File: config.mk
export PLATFORM = sky130hd
export DESIGN_NAME = icacheLookup
export DESIGN_NICKNAME = d
export VERILOG_FILES = /design/src/common/icache_pkg.sv /design/src/icache/icacheLookup.sv
export VERILOG_INCLUDE_DIRS = /design/src /design/src/common
export SDC_FILE = /design/constraint.sdc
export NUM_CORES = 1
export LEC_CHECK = 0
export BUFFER_PORTS_ARGS = -buffer_cell sky130_fd_sc_hd__buf_2
export CORE_ASPECT_RATIO = 0.8
export CORE_MARGIN = 3
export CORE_UTILIZATION = 35
export CTS_CLUSTER_DIAMETER = 120
export CTS_CLUSTER_SIZE = 8
export DETAILED_ROUTE_END_ITERATION = 7
export PLACE_DENSITY = 0.86
export SYNTH_ARGS = -nofsm -noshare
export SYNTH_HDL_FRONTEND = slang
export SYNTH_SLANG_ARGS = --single-unit
File: constraint.sdc
create_clock -name clk -period 1.22 [get_ports clk]
set_input_delay 0.183 -clock clk [delete_from_list [all_inputs] [get_ports clk]]
set_output_delay 0.183 -clock clk [all_outputs]
set_load 0.1 [all_outputs]
File: src/common/icache_params.svh
//----------------------------------------------------------
// Instruction cache parameters
// Address and word widths plus the cache geometry
//----------------------------------------------------------
`ifndef ICACHE_PARAMS_SVH
`define ICACHE_PARAMS_SVH

// Width of a byte address on the fetch side and on the bus
`define ICACHE_ADR_W 32

// Width of one instruction word, also the bus data width
`define ICACHE_WORD_W 32

// Number of sets in each way
`define ICACHE_SETS 16

// Number of ways, one icacheWay instance each
`define ICACHE_WAYS 4

// Words per cache line, so a line is sixteen bytes
`define ICACHE_LINE_WORDS 4

`endif
File: src/common/icache_pkg.sv
//----------------------------------------------------------
// Instruction cache types
// Vector types, way structs and the refill FSM encoding used
// across the cache blocks
//----------------------------------------------------------
`include "icache_params.svh"

package icache_pkg;

	// Field widths of a fetch address, low bits first
	localparam int byteOfsW = $clog2(`ICACHE_WORD_W / 8);
	localparam int wordSelW = $clog2(`ICACHE_LINE_WORDS);
	localparam int setW = $clog2(`ICACHE_SETS);
	localparam int tagW = `ICACHE_ADR_W - setW - wordSelW - byteOfsW;

	typedef logic [`ICACHE_ADR_W-1:0] addrT;
	typedef logic [`ICACHE_WORD_W-1:0] wordT;
	typedef logic [tagW-1:0] tagT;
	typedef logic [setW-1:0] setIdxT;
	typedef logic [wordSelW-1:0] wordSelT;
	typedef logic [`ICACHE_WAYS-1:0] wayMaskT;

	// Decoded fetch address, seen by every way at once
	typedef struct packed {
		tagT tag;
		setIdxT set;
		wordSelT wordSel;
	} wayLookupS;

	// One refill word; lastWord also commits the tag and valid bit
	typedef struct packed {
		tagT tag;
		setIdxT set;
		wordSelT wordSel;
		wordT data;
		logic lastWord;
	} wayWriteS;

	// Answer of a single way
	typedef struct packed {
		logic hit;
		wordT data;
	} wayResultS;

	typedef enum logic [1:0] {idle, busCycle, waitAck, done} refillStateE;

endpackage

File: src/icache/icacheLookup.sv
//----------------------------------------------------------
// Instruction cache lookup and victim select
// Splits the fetch address, keeps the replacement LFSR and
// steers refill words into the victim way
//----------------------------------------------------------
`timescale 1ns/100ps

module icacheLookup (
	input  logic                  clk,
	input  logic                  rst,
	input  icache_pkg::addrT      fetchAdr,
	input  logic                  refillWrite,
	input  icache_pkg::wordT      refillData,
	input  icache_pkg::wordSelT   refillWordSel,
	input  logic                  lineDone,
	output icache_pkg::wayLookupS lookup,
	output icache_pkg::wayMaskT   wayWe,
	output icache_pkg::wayWriteS  wayWrite
);
	import icache_pkg::*;

	// Any nonzero seed works for the LFSR
	localparam logic [15:0] lfsrSeed = 16'hACE1;

	logic [15:0] lfsr;
	logic feedback;
	logic [1:0] victim;

	// Address split, byte offset at the bottom is ignored
	always_comb begin
		lookup.tag = fetchAdr[$bits(addrT)-1 -: tagW];
		lookup.set = fetchAdr[byteOfsW + wordSelW +: setW];
		lookup.wordSel = fetchAdr[byteOfsW +: wordSelW];
	end

	//----------------------------------------------------------
	// Replacement LFSR
	//----------------------------------------------------------

	// Taps 16, 14, 13 and 11 give a maximal length sequence
	assign feedback = lfsr[15] ^ lfsr[13] ^ lfsr[12] ^ lfsr[10];

	// Steps only once per loaded line so the victim holds for a whole refill
	always_ff @(posedge clk) begin
		if (rst)
			lfsr <= lfsrSeed;
		else if (lineDone)
			lfsr <= {lfsr[14:0], feedback};
	end

	assign victim = lfsr[1:0];

	// Refill word goes to every way, only the victim gets a write enable
	// The line address comes from the fetch address, held steady during the miss
	always_comb begin
		wayWrite.tag = lookup.tag;
		wayWrite.set = lookup.set;
		wayWrite.wordSel = refillWordSel;
		wayWrite.data = refillData;
		wayWrite.lastWord = lineDone;
		wayWe = refillWrite ? (wayMaskT'(1) << victim) : '0;
	end

endmodule

### Word level (Yosys, flattened, before mapping)

Index checks and enable logic that the tools add are counted.

* word-level logic and storage cells: 6
* bits of input ports: 70
* output and inout port bits: 97
* flip-flop bits (word level): 16

* shift-type cells: 1
* mux-type cells: 1
* bitwise operators: 3

Operators by type and width (number)
* 4-bit 2-to-1 mux: 1
* 1-bit by 2-bit left shift with 4-bit output, first input constant: 1
* 1-bit XOR: 3

### Logic depth before layout (Yosys ltp)

* word-level depth: 3
* gate-level depth with buffers: 4
* depth with buffers taken out: 3

### Worst setup path before layout

OpenSTA, ideal clock, no wires.

* path kind: reg2out
* from: register lfsr[0]
* to: output port wayWe[0]
* cell stages (with the launch flop): 2
* path slack: -1510 ps
* data required time: 1037 ps
* buffers on the path: 0
* arrival: 2547 ps
* path through: dfxtp_1 -> nor3b_1

* cells in the longest elaborated chain, start to end: 2

Ends and longest elaborated chain
* start: declaration: line icacheLookup.sv:25 `logic [15:0] lfsr;`
* start signal: assignment: line icacheLookup.sv:46 `lfsr <= lfsrSeed;`
* start signal: assignment: line icacheLookup.sv:48 `lfsr <= {lfsr[14:0], feedback};`
* 1-bit by 2-bit left shift with 4-bit output: line icacheLookup.sv:61 `wayWe = refillWrite ? (wayMaskT'(1) << victim) : '0;`
* 4-bit 2-to-1 mux: line icacheLookup.sv:61
* end: declaration: line icacheLookup.sv:17 `output icache_pkg::wayMaskT wayWe,`

No other way between the ends.

### Final worst setup path

* from: register lfsr[0]
* to: output port wayWe[2]

Same word-level chain as after synthesis.

==> metrics.cfg <==
[status]
status = finished with violations
violations = setup timing

[global_routing]
met1_usage = 0.0611
gr-total-overflow = 0
grt_max_degree = 19
use_met3 = 0.0636
grt_usage = 0.0604
grt-busiest-layer = met2
met2_usage = 0.0689
grt_first_pass_wirelength_um = 2040
grt_antenna_before_repair = 0
grt_pass1_vias = 413

[clock_network]
tritoncts = done
worstSkewPairLatency_ps = 250
clock_sinks = 16
cts_buffers = 3
postCtsSetupRepairBufs = 0
htreeDepth = 1
clkTransAtPathRegs_ps = 60
clockBufferDepth = 2
cts_root_buf = clkbuf_8

[sta]
relSlewSlack = 0.845
timing.final.crit_share = 1.00
min_period_ps = 1220
tightestPinTransition_ps = 233
whs_ps = 242
finalClockSkew_ps = 1.69
rsz0062_at_grt = yes
setup_slack_ps = -3.38
hold_viol_final = 0
setup_viol = 2
fmax_mhz = 817
slew_violations = 0

[routing]
via_per_inst = 4.32
postRouteAntennaNets = 0
dr.pass1.iters = 4
wl_um = 1410
vias = 484
drcViolationCount = 0
drt_iter0_drc = 21
wl_per_cell_um = 12.6

[cells_and_area]
antenna_cells = 0
final_common_cell = mux2i_1
top_regs = lfsr (16)
largest_reg_flops = 16
area_delta_synth_final_pct = -34.9
top_register = lfsr
nets = 141
instances_no_fill = 112
drive_gt1_frac = 0.300
layout_common_cells = mux2i_1, dfxtp_1, nand2_1, nor2_1, buf_12
fin_util = 0.246

[die]
dieArea_sq_um = 4640
die_h_um = 61.5
die_x_um = 75.4
pin_count = 167
core_area_sq_um = 3570
initial_core_util = 0.378
rows = 19

[setup_path]
cp-startpoint = lfsr[0]
slowest_stage = dfxtp_2
cp.arrival_ps = 1040
cp-start-kind = register
r2r_start = lfsr[12]
cpPeakStageDelay_ps = 390
end_kind = output port
cp_max_fo = 6
critPathTopFamily = flip-flops
cp.required_ps = 1040
critPathKind = reg2out
cp_num_buf_inv = 1
path_cells = and3b_2 -> buf_12

[synth]
synth_seq_cells = 16
avgSynthCellArea_sq_um = 8.81
syn_nets = 223
yosys_warnings = 0
synth_cells = 153
netlist_area_sq_um = 1350
netlist-cell-type-count = 16
seq_area_frac_synth = 0.238

[power_and_ir_drop]
power_density_nw_per_um2 = 1510
ir_drop_uv = 344
p_leak_nw = 0.392

[place]
dp_hpwl_um = 1030
port_buffers = 8
place_inst = 108
gp_congestion = 0.661

[run]
cap_violations = 0

[min_path]
min_from = rst
hold_class = in2reg

cells by family after synthesis:
kind of cell / synth area share
and+or+nand+nor: 0.0678
xor gates and xnor gates: 0.0306
AOI/OAI and AO/OA: 0.00465
DFF: 0.238
buffers and inverters: 0.548
muxes: 0.111
worst paths after layout:
path	depth (start not counted)	slack [ps]	end
max	2	-3	wayWe[2]
min	2	240	lfsr[8]
max reg2reg	3	350	lfsr[0]
min reg2reg	2	470	lfsr[10]
routing by layer:
| layer | vias to the layer above | share of wire |
|---|---|---|
| li1 | 218 | - |
| met1 | 211 | 0.35 |
| met2 | 49 | 0.43 |
| met3 | 6 | 0.21 |
| met4 | 0 | 0.022 |
| met5 | - | 0 |
report_power, final:
| part | leakage, nW | internal [mW] | switching (mW) |
|---|---|---|---|
| Combinational | 0.230 | 0.116 | 0.149 |
| Sequential | 0.133 | 0.562 | 0.0373 |
| Clock | 0.0288 | 0.286 | 0.173 |
stage by stage:
step / setup slack (ps) / cell area, sq um / total power [mW] / setup TNS, ps
final: -3.38 / 877 / 1.32 / -5.11
after detailed placement: 162 / 817 / 0.876 / 0
after global placement: 185 / 817 / 0.870 / 0
after floorplan: -238 / 1360 / 2.23 / -404
after CTS: -19.0 / 877 / 1.34 / -29.5
after global routing: -60.9 / 877 / 1.38 / -151
cell type report:
class,count,area [sq um]
Fill cell,376,2690
Sequential cell,16,325
Multi-Input combinational cell,40,305
Timing Repair Buffer,9,135
Clock buffer,4,55.1
Tap cell,42,52.6
Inverter,1,3.75
Yosys cell counts:
cell type	n	share of area
nor3b_1	1	0.0056
buf_12	1	0.015
buf_6	1	0.0084
clkbuf_2	1	0.0037
and3_1	1	0.0046
and3b_1	1	0.0065
dfxtp_1	16	0.24
buf_4	93	0.52
mux2i_1	15	0.11
a31oi_1	1	0.0046
inv_1	1	0.0028
xnor2_1	1	0.0065
xnor2_2	2	0.024
nor2_1	9	0.025
nor3_1	1	0.0037
nand2_1	8	0.022
timing repair:
| action | in CTS | in global routing |
|---|---|---|
| hold buffers | 0 | 0 |
| endpoints found under the setup margin | 4 | 4 |
| resized for setup | 3 | 0 |
| pin swaps | 0 | 0 |
worst reg2reg max path, stage by stage (launching register included):
cell	delay (ps)
dfxtp_1	400
xnor2_2	140
xnor2_1	130
a31oi_1	90
Power figures use the tool's default switching activity.
