===== src/common/icache_params.svh =====
//----------------------------------------------------------
// Instruction cache parameters
// Address and word widths plus the cache geometry
//----------------------------------------------------------
`ifndef ICACHE_PARAMS_SVH
`define ICACHE_PARAMS_SVH

// Width of a byte address on the fetch side and on the bus
`define ICACHE_ADR_W 32

// Width of one instruction word, also the bus data width
`define ICACHE_WORD_W 32

// Number of sets in each way
`define ICACHE_SETS 16

// Number of ways, one icacheWay instance each
`define ICACHE_WAYS 4

// Words per cache line, so a line is sixteen bytes
`define ICACHE_LINE_WORDS 4

`endif

===== src/common/icache_pkg.sv =====
//----------------------------------------------------------
// Instruction cache types
// Vector types, way structs and the refill FSM encoding used
// across the cache blocks
//----------------------------------------------------------
`include "icache_params.svh"

package icache_pkg;

	// Field widths of a fetch address, low bits first
	localparam int byteOfsW = $clog2(`ICACHE_WORD_W / 8);
	localparam int wordSelW = $clog2(`ICACHE_LINE_WORDS);
	localparam int setW = $clog2(`ICACHE_SETS);
	localparam int tagW = `ICACHE_ADR_W - setW - wordSelW - byteOfsW;

	typedef logic [`ICACHE_ADR_W-1:0] addrT;
	typedef logic [`ICACHE_WORD_W-1:0] wordT;
	typedef logic [tagW-1:0] tagT;
	typedef logic [setW-1:0] setIdxT;
	typedef logic [wordSelW-1:0] wordSelT;
	typedef logic [`ICACHE_WAYS-1:0] wayMaskT;

	// Decoded fetch address, seen by every way at once
	typedef struct packed {
		tagT tag;
		setIdxT set;
		wordSelT wordSel;
	} wayLookupS;

	// One refill word; lastWord also commits the tag and valid bit
	typedef struct packed {
		tagT tag;
		setIdxT set;
		wordSelT wordSel;
		wordT data;
		logic lastWord;
	} wayWriteS;

	// Answer of a single way
	typedef struct packed {
		logic hit;
		wordT data;
	} wayResultS;

	typedef enum logic [1:0] {idle, busCycle, waitAck, done} refillStateE;

endpackage


===== src/hdl/icacheRefill.sv =====
//----------------------------------------------------------
// Instruction cache refill engine
// Answers fetches on a hit and loads a missing line through
// single Wishbone classic reads, one per word
//----------------------------------------------------------
`timescale 1ns/100ps

module icacheRefill (
	input  logic                clk,
	input  logic                rst,
	input  logic                fetchReq,
	input  icache_pkg::addrT    fetchAdr,
	input  logic                anyHit,
	input  icache_pkg::wordT    hitData,
	output logic                fetchAck,
	output logic                fetchHit,
	output icache_pkg::wordT    fetchData,
	output logic                wbCyc,
	output logic                wbStb,
	output icache_pkg::addrT    wbAdr,
	input  icache_pkg::wordT    wbDat,
	input  logic                wbAck,
	output logic                refillWrite,
	output icache_pkg::wordT    refillData,
	output icache_pkg::wordSelT refillWordSel,
	output logic                lineDone
);
	import icache_pkg::*;

	refillStateE state;
	wordSelT wordCnt;
	logic hitAccept;

	// A new request is taken only when the last answer is not still on the port
	assign hitAccept = (state == idle) && fetchReq && !fetchAck && anyHit;

	// Bus strobes follow the wait state, so they fall the cycle after ack
	assign wbCyc = (state == waitAck);
	assign wbStb = (state == waitAck);

	// Each acked word goes straight to the victim way on the ack edge
	assign refillWrite = wbCyc && wbAck;
	assign refillData = wbDat;
	assign refillWordSel = wordCnt;
	assign lineDone = refillWrite && (wordCnt == '1);

	//----------------------------------------------------------
	// Refill FSM
	//----------------------------------------------------------
	always_ff @(posedge clk) begin
		if (rst) begin
			state <= idle;
			wordCnt <= '0;
			fetchAck <= 1'b0;
			fetchHit <= 1'b0;
		end else begin
			fetchAck <= 1'b0;
			case (state)
				idle: begin
					if (hitAccept) begin
						fetchAck <= 1'b1;
						fetchHit <= 1'b1;
					end else if (fetchReq && !fetchAck) begin
						state <= busCycle;
					end
				end
				busCycle: state <= waitAck;
				waitAck: begin
					// The counter wraps back to zero with the last word
					if (wbAck) begin
						wordCnt <= wordCnt + 1'b1;
						state <= lineDone ? done : busCycle;
					end
				end
				done: begin
					// Line is valid now, the merge already shows the word
					fetchAck <= 1'b1;
					fetchHit <= 1'b0;
					state <= idle;
				end
				default: state <= idle;
			endcase
		end
	end

	// Answer word and bus address
	always_ff @(posedge clk) begin
		if (hitAccept || state == done)
			fetchData <= hitData;
		if (state == busCycle)
			wbAdr <= {fetchAdr[$bits(addrT)-1:byteOfsW + wordSelW], wordCnt, {byteOfsW{1'b0}}};
	end

endmodule


===== config.mk =====
export PLATFORM = sky130hd
export DESIGN_NAME = icacheRefill
export DESIGN_NICKNAME = d
export VERILOG_FILES = /design/src/common/icache_pkg.sv /design/src/hdl/icacheRefill.sv
export VERILOG_INCLUDE_DIRS = /design/src /design/src/common
export SDC_FILE = /design/constraint.sdc
export NUM_CORES = 1
export LEC_CHECK = 0
export BUFFER_PORTS_ARGS = -buffer_cell sky130_fd_sc_hd__buf_2
export CAP_MARGIN = 10
export CORE_MARGIN = 2
export CORE_UTILIZATION = 30
export CTS_CLUSTER_SIZE = 10
export DETAILED_ROUTE_END_ITERATION = 7
export PLACE_DENSITY = 0.65
export SLEW_MARGIN = 20
export SYNTH_ARGS = -nofsm -noshare
export SYNTH_HDL_FRONTEND = slang
export SYNTH_SLANG_ARGS = --single-unit

===== constraint.sdc =====
create_clock -name clk -period 2 [get_ports clk]
set_input_delay 0 -clock clk [delete_from_list [all_inputs] [get_ports clk]]
set_output_delay 0 -clock clk [all_outputs]
set_load 0.01 [all_outputs]

Yosys cells after proc, flatten, opt, wreduce, memory -nomap -nowiden
Cells that the tools add are included.
- bits in registers: 68
- output and inout port bits: 104
- add/subtract/negate cells: 1
- eq/ne operators: 8
- muxes and demuxes: 9
- reduce and logical (&&, ||, !) cells: 13
- operator list (kind ; count):
    2-bit two-way mux ; 4
    2-bit one-hot mux with 4 select lines ; 1
    2-bit equality test, second input constant ; 3
    1-bit logical AND ; 6
    2-bit by 1-bit inequality test with 1-bit output, second input constant ; 2
    2-bit inequality test, second input constant ; 2
    1-bit one-hot mux with 2 select lines ; 2
    2-bit AND reduction ; 2
    3-bit AND reduction ; 1
    2-bit by 1-bit adder with 2-bit output, second input constant ; 1
    2-bit by 1-bit equality test with 1-bit output, second input constant ; 1
    2-bit zero test ; 1
    1-bit two-way mux ; 2
    2-bit nonzero test ; 1
    1-bit zero test ; 1
    1-bit logical OR ; 1

Longest topological paths before layout
- depth in word-level cells: 6
- mapped depth: 5
- gate-level depth less buffers: 5

Worst setup path after synthesis
No wires, ideal clock.
- path type: reg2reg
- from: register state[1]
- to: register fetchData[0] (enable)
- setup time: 0.395 ns
- arrival time: 1.576 ns
- data required time: 1.605 ns
- slack: 0.029 ns
- stages on the path, launching flop included: 5
- buffers on the path: 0
- period minus slack after synthesis: 1.971 ns
- cell sequence: dfxtp_1 -> inv_1 -> ha_1 -> nand4b_1 -> nand2b_1
- cells in the longest elaborated chain, start to end: 5
- elaborated cells between the ends (all ways): 6
- RTL lines (what ; line ; RTL):
    start, declared ; icacheRefill.sv:30 ; refillStateE state;
    start signal, assigned ; icacheRefill.sv:52 ; state <= idle;
    start signal, assigned ; icacheRefill.sv:64 ; state <= busCycle;
    start signal, assigned ; icacheRefill.sv:67 ; busCycle: state <= waitAck;
    2-bit zero test ; icacheRefill.sv:35 ; assign hitAccept = (state == idle) && fetchReq && !fetchAck && anyHit;
    1-bit logical AND (3 in series) ; icacheRefill.sv:35 ;
    1-bit logical OR * ; icacheRefill.sv:88 ; if (hitAccept || state == done)
    end signal, assigned ; icacheRefill.sv:89 ; fetchData <= hitData;
    end, declared ; icacheRefill.sv:17 ; output icache_pkg::wordT fetchData,
Every way passes the cells marked *; elsewhere a longest branch is shown, timed or not.
A chain may end at the register's enable or synchronous reset.

Final worst setup path
- from: register state[0]
- to: register wordCnt[1], in the netlist refillWordSel[1]
- cells in the longest elaborated chain, start to end: 2
- RTL lines (what ; line ; RTL):
    2-bit equality test ; icacheRefill.sv:58 ; case (state)
    2-bit AND reduction (no line) ; -- ;
    end signal, assigned ; icacheRefill.sv:71 ; wordCnt <= wordCnt + 1'b1;
    end, declared ; icacheRefill.sv:31 ; wordSelT wordCnt;
No other way between the ends.

==> impl_metrics.env <==
export IMPL_die_area_mm2=0.008997
export IMPL_p_int_mw=3.104
export IMPL_crit_arrival_ps=1990
export IMPL_synth_warnings=0
export IMPL_syn_to_final_growth_pct=56.80
export IMPL_synth_top_area_cell="edfxtp_1"
export IMPL_rows=33
export IMPL_comb_power_share_pct=23.8
export IMPL_cts_buffers=9
export IMPL_antennaDiodeCount=0
export IMPL_synth_area_per_cell_um2=18.21
export IMPL_whs_ps=0.004435
export IMPL_wl_per_cell_um=13.69
export IMPL_core_area_mm2=0.008093
export IMPL_seqPwrFrac_pct=48.5
export IMPL_final_common_cell="buf_2"
export IMPL_numPortBuffers=134
export IMPL_synth_cell_types=21
export IMPL_place_inst=343
export IMPL_fin_crit_ps=1714
export IMPL_post_synth_inst_count=136
export IMPL_max_cap_violations=0
export IMPL_post_route_drc_count=0
export IMPL_post_cts_buffers=0
export IMPL_postRouteAntennaNets=0
export IMPL_critPathRequiredTime_ps=2270
export IMPL_routed_wl_um=5764
export IMPL_power_density_mw_per_mm2=1102
export IMPL_syn_area_mm2=0.002476
export IMPL_grt_setup_unrepaired="false"
export IMPL_dr_pass1_iters=4
export IMPL_io_pins=205
export IMPL_first_global_vias=1653
export IMPL_dpl_cell_area_mm2=0.003047
export IMPL_yosys_top_cells_area="edfxtp_1 75%, buf_4 11%, dfxtp_1 4.9%"
export IMPL_nNetsFinal=417
export IMPL_switching_power_mw=1.176
export IMPL_start_kind="flop"
export IMPL_hpwl_um=3496
export IMPL_die_height_um=94.85
export IMPL_fmax_mhz=583.3
export IMPL_drt_iter0_drc=35
export IMPL_tns_ps=0
export IMPL_place_congestion=0.6492
export IMPL_cts_clk_slew_worst_paths_ps=60
export IMPL_ys_ff_latch=68
export IMPL_final_cells=421
export IMPL_antenna_found_initial=0
export IMPL_cp_end_kind="flop"
export IMPL_grt_overflow=0
export IMPL_p_leak_nw=1.675
export IMPL_layout_setup_ws_ps=285.7
export IMPL_synth_top_area_share_pct=75.19
export IMPL_vias=1689
export IMPL_via_per_inst=4.012
export IMPL_htree_levels=3
export IMPL_cts_root_buf="clkbuf_8"
export IMPL_sw_frac_of_total_pct=27.47
export IMPL_n_fill_cell=705
export IMPL_drive_above_1_share_pct=48.42
export IMPL_critPathKind="reg2reg"
export IMPL_hold_path_class="in2out"
export IMPL_fin_area_mm2=0.003882
export IMPL_initial_utilization_pct=30.60
export IMPL_mostFrequentLayoutCells="134 x buf_2, 62 x edfxtp_1, 62 x dlygate4sd3_1, 9 x clkbuf_8, 6 x dfxtp_1"
export IMPL_cts_sinks=68
export IMPL_groute_usage_overall_pct=12.16
export IMPL_slew_violations=0
export IMPL_outcome="finished clean"
export IMPL_fin_util_pct=47.97
export IMPL_skew_ps=6.854
export IMPL_finalHoldViolations=0
export IMPL_grt_first_pass_wirelength_um=7866
export IMPL_worstPathMaxFanout=8
export IMPL_ir_worst_vdd_mv=0.3595
export IMPL_power_total_mw=4.280
export IMPL_fin_crit_sh_pct=85.71
export IMPL_grt_max_degree=34
export IMPL_yosysSeqAreaShare_pct=80.04
export IMPL_clock_path_buffers=2
export IMPL_die_width_um=94.85
export IMPL_tritoncts="built"
export IMPL_clockPowerShare_pct=27.6
export IMPL_setup_viol_count_final=0
export IMPL_clkLatencyLatePin_ps=330
export IMPL_dp_slack_ps=455.8
-- worst max-delay path: stages, from the launching register on --
cell,delay [ps]
dfxtp_1,380
inv_1,100
ha_1,290
nand2_1,140
nand2_1,60
a21oi_1,130
dlygate4sd3_1,550
-- routing by layer --
layer | GRT usage (%) | wire length, µm
met1 | 10.68 | 1843
met2 | 22.58 | 3224
met3 | 5.347 | 602
met4 | 7.126 | 94
met5 | 0 | 0
-- power groups by stage --
stage	combinational (mW)	clock [mW]	sequential, mW
after floorplan	0.377	0	2.28
after detailed placement	0.937	0	2.10
final	1.02	1.18	2.08
after CTS	1.03	1.22	2.07
after global placement	0.924	0	2.09
after global routing	1.12	1.29	2.11
-- flip-flops by register name, summed over array words and instances, names as in the netlist --
register,flops
fetchData,32
wbAdr,30
refillWordSel,2
state,2
fetchAck,1
fetchHit,1
-- cell type report --
type                            instances  area, µm²  area share (%)
Multi-Input combinational cell         29      216.5           5.575
Sequential cell                        68       1982           51.05
Tap cell                              105      131.4           3.384
Clock inverter                          7      91.34           2.353
Timing Repair Buffer                  198       1319           33.97
Inverter                                5      18.77          0.4834
Clock buffer                            9      123.9           3.190
-- cells by family after synthesis --
logic type | after synthesis | share of synthesized area (%)
other cells | 1 | 0.1514
fa+ha+maj | 5 | 2.527
simple gates | 14 | 3.386
flops | 68 | 80.04
xor+xnor | 1 | 0.3538
compound gates | 7 | 2.173
buf+inv | 40 | 11.37
-- worst paths after layout --
path / startpoint / to / slack [ps] / depth (start not counted)
worst max-delay path: state[0] / refillWordSel[1] / 290 / 6
worst min register to register: fetchHit / fetchHit / 470 / 2
worst max register to register: state[0] / refillWordSel[1] / 290 / 6
worst min-delay path: wbDat[20] / refillData[20] / 0.004 / 0
-- repair_timing --
action / in CTS / in global routing
resized for setup: 0 / 0
setup endpoints to repair: 0 / 0
hold endpoints to repair: 66 / 0
hold buffers: 62 / 0
-- cell usage after synthesis, drive strengths merged --
master	instances
edfxtp	62
buf	35
dfxtp	6
ha	5
inv	5
nand2b	4
nand2	3
a21oi	2
a221oi	2
nor2	2
nor3b	2
a211oi	1
and3	1
conb	1
nand3	1
nand4b	1
o211ai	1
o21ai	1
xor2	1
Note: power is estimated with default switching activity, not from simulation.
