<file path="config.mk">
export PLATFORM = sky130hd
export DESIGN_NAME = icacheHitMerge
export DESIGN_NICKNAME = d
export VERILOG_FILES = /design/src/common/icache_pkg.sv /design/src/icache/icacheHitMerge.sv
export VERILOG_INCLUDE_DIRS = /design/src /design/src/common
export SDC_FILE = /design/constraint.sdc
export NUM_CORES = 1
export LEC_CHECK = 0
export ABC_AREA = 1
export BUFFER_PORTS_ARGS = -buffer_cell sky130_fd_sc_hd__buf_4
export CAP_MARGIN = 20
export CORE_AREA = 4 4 81 83
export DETAILED_ROUTE_END_ITERATION = 10
export DIE_AREA = 0 0 85 87
export PLACE_DENSITY = 0.65
export SLEW_MARGIN = 20
export SYNTH_ARGS = -nofsm -noshare
export SYNTH_HDL_FRONTEND = slang
export SYNTH_SLANG_ARGS = --single-unit
export TNS_END_PERCENT = 5
</file>
<file path="constraint.sdc">
create_clock -name vclk -period 0.9
set_input_delay 0.18 -clock vclk [all_inputs]
set_output_delay 0.18 -clock vclk [all_outputs]
set_load 0.02 [all_outputs]
</file>
<file path="src/common/icache_params.svh">
//----------------------------------------------------------
// Instruction cache parameters
// Address and word widths plus the cache geometry
//----------------------------------------------------------
`ifndef ICACHE_PARAMS_SVH
`define ICACHE_PARAMS_SVH

// Width of a byte address on the fetch side and on the bus
`define ICACHE_ADR_W 32

// Width of one instruction word, also the bus data width
`define ICACHE_WORD_W 32

// Number of sets in each way
`define ICACHE_SETS 16

// Number of ways, one icacheWay instance each
`define ICACHE_WAYS 4

// Words per cache line, so a line is sixteen bytes
`define ICACHE_LINE_WORDS 4

`endif
</file>
<file path="src/common/icache_pkg.sv">
//----------------------------------------------------------
// Instruction cache types
// Vector types, way structs and the refill FSM encoding used
// across the cache blocks
//----------------------------------------------------------
`include "icache_params.svh"

package icache_pkg;

	// Field widths of a fetch address, low bits first
	localparam int byteOfsW = $clog2(`ICACHE_WORD_W / 8);
	localparam int wordSelW = $clog2(`ICACHE_LINE_WORDS);
	localparam int setW = $clog2(`ICACHE_SETS);
	localparam int tagW = `ICACHE_ADR_W - setW - wordSelW - byteOfsW;

	typedef logic [`ICACHE_ADR_W-1:0] addrT;
	typedef logic [`ICACHE_WORD_W-1:0] wordT;
	typedef logic [tagW-1:0] tagT;
	typedef logic [setW-1:0] setIdxT;
	typedef logic [wordSelW-1:0] wordSelT;
	typedef logic [`ICACHE_WAYS-1:0] wayMaskT;

	// Decoded fetch address, seen by every way at once
	typedef struct packed {
		tagT tag;
		setIdxT set;
		wordSelT wordSel;
	} wayLookupS;

	// One refill word; lastWord also commits the tag and valid bit
	typedef struct packed {
		tagT tag;
		setIdxT set;
		wordSelT wordSel;
		wordT data;
		logic lastWord;
	} wayWriteS;

	// Answer of a single way
	typedef struct packed {
		logic hit;
		wordT data;
	} wayResultS;

	typedef enum logic [1:0] {idle, busCycle, waitAck, done} refillStateE;

endpackage

</file>
<file path="src/icache/icacheHitMerge.sv">
//----------------------------------------------------------
// Instruction cache hit merge
// Combines the per-way results into one hit flag and the
// instruction word of the hitting way
//----------------------------------------------------------
`timescale 1ns/100ps
`include "icache_params.svh"

module icacheHitMerge (
	input  icache_pkg::wayResultS ways [`ICACHE_WAYS],
	output logic                  anyHit,
	output icache_pkg::wordT      hitData
);

	// Scan from the top way down so the lowest hitting way ends up selected
	// A line lives in one way only, so in practice at most one way hits
	always_comb begin
		anyHit = 1'b0;
		hitData = '0;
		for (int i = `ICACHE_WAYS - 1; i >= 0; i--) begin
			anyHit = anyHit | ways[i].hit;
			if (ways[i].hit)
				hitData = ways[i].data;
		end
	end

endmodule

</file>
# After elaboration in Yosys (flattened, before gate mapping)
# Index checks and enable logic that the tools add are counted.
[word_totals]
ff_bits = 0
latch_bits = 0
ramBits = 0
mem_bits_ro = 0
input_bits = 132
out_inout_bits = 33
word_cells = 7
n_memories = 0
[op_classes]
n_addsub = 0
n_mul = 0
div = 0
magnitude_cmp = 0
n_eq_ne = 0
shift = 0
muxes = 4
n_bitwise = 3
n_reduce_logical = 0
[op_table]
columns = ["cell", "n"]
rows = [
  ["$mux W32", 4],
  ["$or A1 B1 Y1", 3],
]

# Logic depth before layout (Yosys ltp)
# Gate-level depths: netlist of run 1.
[depth]
depth_word = 4
ltp_mapped = 7
ltp_nobuf = 5

# Least setup slack after synthesis of run 1
# Ideal clock, no wire load.
[synth_path]
path_type = "input -> output"
start = "in ways[98] (netlist bit)"
end = "out hitData[10]"
t_arrival_ns = 0.803
required_ns = 0.720
slack_ns = -0.083
path_stages = 7
n_path_buf = 2
path_cell_list = "buf_6 -> inv_8 -> buf_12 -> nor2_2 -> nor2_1 -> nand2_1 -> nand2_1"
[synth_via]
elab_chain_cells = 2
[synth_rtl]
columns = ["item", "line", "text"]
rows = [
  ["start, declared", "icacheHitMerge.sv:10", "input icache_pkg::wayResultS ways [`ICACHE_WAYS],"],
  ["$mux W32 (2 in a row)", "icacheHitMerge.sv:22", "if (ways[i].hit)"],
  ["end, declared", "icacheHitMerge.sv:12", "output icache_pkg::wordT hitData"],
]
# No other way between the ends.

# Worst setup path after layout of run 1
[layout_path]
start = "in ways[98] (netlist bit)"
end = "out hitData[8]"
# The elaborated chain is that of the path after synthesis.

==> out/metrics.cfg, run 1 <==
[run_status]
status = finished, violations left
violations = negative setup slack

[finish]
clkbuf_count = 0
area.growth.synth_to_final_pct = 127.2
instances_no_fill = 515
regArea_um2 = 0
final_core_util_pct = 55.05
layout-drive-gt1-share_pct = 65.23
nNetsFinal = 574
antenna_cells = 0
seq_cell_count = 0
fin_area_um2 = 3221

[timing]
finalSetupViolCount = 33
fin_crit_sh_pct = 120.9
hold_viol = 0
layout_setup_ws_ns = -0.1884
layout_min_cycle_time_ns = 1.088
rsz0062_at_grt = true
relSlewSlack_pct = 82.09
worstMarginPinSlew_ns = 0.2687
drv_slew = 0
fmax_mhz = 918.8

[routing]
vias = 2402
drt-initial-drc-count = 39
ant_nets = 0
first_pass_iters = 4
routed_wl_mm = 6.999
wire_per_inst_um = 13.59
vias_per_cell = 4.664
drc = 0

[critical_path]
worstSetupStartpointType = input port
critical_path_class = in -> out
end_kind = output pin
cp_max_fo = 8
crit_required_ns = 0.72
arrival_ns = 0.91

[place]
place.gp.congestion = 0.8198
post_dp_cell_area_um2 = 2713
place_ws_ns = -0.2611
numPortBuffers = 165
dp_cells = 509
dp_hpwl_mm = 4.810

[synthesis]
synth_top_cell_by_area = nand2_1
synth_cells = 286
synth-simple-area-share_pct = 68.23
synth_xor_area_share_pct = 0
synth_top_family_by_area = simple AND/OR/NAND/NOR gates
yosysTopAreaCellShare_pct = 34.16
synth_adder_area_share_pct = 0
synthTopCellsByArea = nand2_1 (34%), nor2_2 (13%), a21oi_1 (11%)
netlist_area_um2 = 1418
synth_fp_nets = 418
syn_avg_cell_area_um2 = 4.957
yosysSeqAreaShare_pct = 0
yosysUniqueCellTypes = 12
yosysMostFrequentCell = nand2_1
yosys_warnings = 0
synth_compound_area_share_pct = 11.30
synthTopCellsByCount = nand2_1 (129), nor2_1 (36), a21oi_1 (32), nand3_1 (32), nor2_2 (30)
synth.area.mux_share_pct = 0

[global_route]
grt_usage_pct = 16.41
grt_pass1_wl_mm = 10.28
grt_overflow = 0
antenna_found_initial = 0
busiest_layer = met2
met3_usage_pct = 2.176
grt_pass1_vias = 2197
grt_util_met2_pct = 32.91
grt_max_degree = 34
use_met1_pct = 19.14

[hold_path]
whs_endpoint = hitData[29]
min_from = ways[128]
hold_class = in -> out
hold_depth = 4

[power]
post-layout-total-power_mw = 1.793
powerDensity_nw_per_um2 = 556.8
ir_drop_uv = 359.0
p_leak_nw = 1.600

[job]
drv_cap = 0

[floorplan]
rows = 28
die_w_um = 85
coreArea_um2 = 5851
initial_core_util_pct = 24.23
die_h_um = 87
die-area_um2 = 7395
ios = 165

==> cells by family (layout without fill, tap and decap cells) <==
group	Yosys count	count (layout)
simple gates	227	227
compound gates	32	32
buf+inv	27	181
==> routing by layer <==
metal / up-vias / wire length [um]
li1: 1208 / -
met1: 1098 / 2771
met2: 92 / 3647
met3: 4 / 538
met4: 0 / 42
met5: - / 0
==> metrics by stage <==
step           TNS [ns]  hold slack, ns
2_1_floorplan    -1.421          0.5018
3_3_place_gp     -7.543          0.6575
3_5_place_dp     -7.905          0.6657
4_1_cts          -5.641          0.6508
5_1_grt          -6.993          0.6712
6_report         -5.347          0.6543
==> worst max path at each step <==
stage,from,endpoint,slack [ns],cells past startpoint
floorplan,ways[98],hitData[10],-0.05,7
global placement,ways[32],hitData[14],-0.26,6
detailed placement,ways[98],hitData[31],-0.26,7
CTS,ways[65],hitData[13],-0.23,9
global route,ways[98],hitData[6],-0.24,7
finish,ways[98],hitData[8],-0.19,7
==> placed cells by master (no fill, tap or decap), types with 3 or more instances in the layout <==
cell type / n
a21oi_1: 4
nand2_2: 35
nor2_1: 33
nand3_1: 22
buf_4: 130
buf_6: 32
buf_12: 9
nor2_2: 32
a21oi_2: 27
nand2_1: 94
nand3_2: 10
buf_16: 3
==> final cells by class <==
| cell class | count | area [um^2] |
|---|---|---|
| Fill cell | 594 | 2630 |
| Timing Repair Buffer | 178 | 1679 |
| Multi-Input combinational cell | 259 | 1390 |
| Tap cell | 75 | 93.84 |
| Inverter | 2 | 46.29 |
| Timing Repair inverter | 1 | 11.26 |
==> what timing repair did <==
item,CTS,global route
pin swaps,30,16
hold buffers,0,0
setup endpoints to repair,33,33
buffers inserted,1,0
resized for setup,64,35
gates cloned,3,3
==> report_power, final <==
| part | internal (mW) | switching, mW | total (mW) |
|---|---|---|---|
| clock | 0 | 0 | 0 |
| sequential | 0 | 0 | 0 |
| combinational | 0.972 | 0.821 | 1.79 |
| total | 0.972 | 0.821 | 1.79 |
==> worst max-delay path, cell delays in order <==
cell and delay (ns):
buf_12 0.14, clkbuf_16 0.17, a21oi_2 0.11, nand2_1 0.06, nand2_1 0.07, nand2_2 0.05, buf_6 0.12
(Power assumes the default switching activity.)
==> run 2, diff against run 1 <==
- MAX_ROUTING_LAYER: not set -> met4
==> out/metrics.cfg, run 2 (synthesis gave the netlist of run 1 again) <==
[routing]
first_pass_iters = 4  ; unchanged
wire_per_inst_um = 13.59  ; about the same
drc = 0  ; unchanged
ant_nets = 0  ; unchanged
routed_wl_mm = 7.000  ; about the same
vias_per_cell = 4.664  ; unchanged
vias = 2402  ; unchanged
drt-initial-drc-count = 45  ; +15%

[critical_path]
worstSetupStartpointType = input port
slowest_delay_ns = 0.17  ; about the same
cp_common_cell = nand2_1
arrival_ns = 0.91  ; about the same
critPathSlowestCell = clkbuf_16
crit_required_ns = 0.72  ; about the same
cp_cell_sequence = buf_12, clkbuf_16, a21oi_2, nand2_1, nand2_1, nand2_2, buf_6
end_kind = output pin
cp_max_fo = 8  ; unchanged
critical_path_class = in -> out

[power]
ir_drop_uv = 359.9  ; +0.26%
p_leak_nw = 1.600  ; unchanged
powerDensity_nw_per_um2 = 556.9  ; about the same

[global_route]
grt_pass1_vias = 2195  ; -0.091%
grt_usage_pct = 16.91  ; +0.49 points
grt_max_degree = 34  ; unchanged
grt_overflow = 0  ; unchanged
grt_pass1_wl_mm = 10.29  ; about the same
antenna_found_initial = 0  ; unchanged

[job]
drv_cap = 0  ; unchanged

[timing]
fin_crit_sh_pct = 121.0  ; about the same
layout_setup_ws_ns = -0.1887  ; -0.0003430 ns
whs_ns = 0.6544  ; +0.00003600 ns
fmax_mhz = 918.5  ; about the same
hold_viol = 0  ; unchanged
rsz0062_at_grt = true
relSlewSlack_pct = 81.80  ; -0.29 points
drv_slew = 0  ; unchanged
worstMarginPinSlew_ns = 0.2730  ; +0.004312 ns
layout_min_cycle_time_ns = 1.089  ; +0.0003430 ns
finalSetupViolCount = 33  ; unchanged

[finish]
antenna_cells = 0  ; unchanged
seq_cell_count = 0  ; unchanged
nNetsFinal = 574  ; unchanged
layout_commonest_cell = buf_4
layout-drive-gt1-share_pct = 65.23  ; unchanged
regArea_um2 = 0  ; unchanged
clkbuf_count = 0  ; unchanged
final_cell_mix = buf_4 (130), nand2_1 (94), nand2_2 (35)
final_core_util_pct = 55.05  ; unchanged
area.growth.synth_to_final_pct = 127.2  ; unchanged

[floorplan]
die_w_um = 85  ; unchanged
ios = 165  ; unchanged
initial_core_util_pct = 24.23  ; unchanged
rows = 28  ; unchanged
die_h_um = 87  ; unchanged
coreArea_um2 = 5851  ; unchanged
die-area_um2 = 7395  ; unchanged

[run_status]
status = finished, violations left
violations = negative setup slack

[place]
numPortBuffers = 165  ; unchanged
place.gp.congestion = 0.8320  ; +1.5%
dp_hpwl_mm = 4.810  ; unchanged

[hold_path]
hold_class = in -> out

## run 2: cell counts in the layout (fill, tap and decap cells not counted)
Identical to the previous run, type by type.
## run 2: metrics by stage
stage / setup TNS (ns) / power, mW / worst slack, ns / instances / area (um^2)
4_1_cts: -5.641 / 1.714 / -0.2315 / 513 / 3033
3_3_place_gp: -7.543 / 1.479 / -0.2558 / 509 / 2713
3_5_place_dp: -7.905 / 1.490 / -0.2611 / 509 / 2713
6_report: -5.360 / 1.793 / -0.1887 / 515 / 3221
2_1_floorplan: -1.421 / 0.7869 / -0.04735 / 286 / 1493
5_1_grt: -6.994 / 1.934 / -0.2384 / 515 / 3221
## run 2: worst paths after layout
| path | cells past startpoint | start | endpoint |
|---|---|---|---|
| worst max-delay path | 7 | ways[98] | hitData[8] |
| worst min-delay path | 4 | ways[128] | hitData[29] |
## run 2: final cells by class
| class | instances | area [um^2] |
|---|---|---|
| multi-input combinational | 259 | 1390 |
| timing repair buffer | 178 | 1679 |
| timing repair inverter | 1 | 11.26 |
| tap | 75 | 93.84 |
| inverter | 2 | 46.29 |
| fill | 594 | 2630 |
## run 2: layer usage
layer / GRT usage (%) / routed length, um
met5: - / 0
met4: 0.8633 / 42
met3: 0.6623 / 459
met2: 32.63 / 3636
met1: 20.31 / 2861
## run 2: critical path: cells and delay by family
kind / cells / cell delay (ns)
buf+inv: 3 / 0.43
compound gates: 1 / 0.11
simple gates: 3 / 0.18
## run 2: what timing repair did
item | CTS | global route
resized for setup | 64 | 35
endpoints found under the setup margin | 33 | 33
hold buffers | 0 | 0
setup buffers | 1 | 0
cloned | 3 | 3
pin swaps | 30 | 16
## run 2: power breakdown
group	internal [mW]	switching, mW	leakage, nW
sequential	0	0	0
clock	0	0	0
combinational	0.972	0.821	1.60
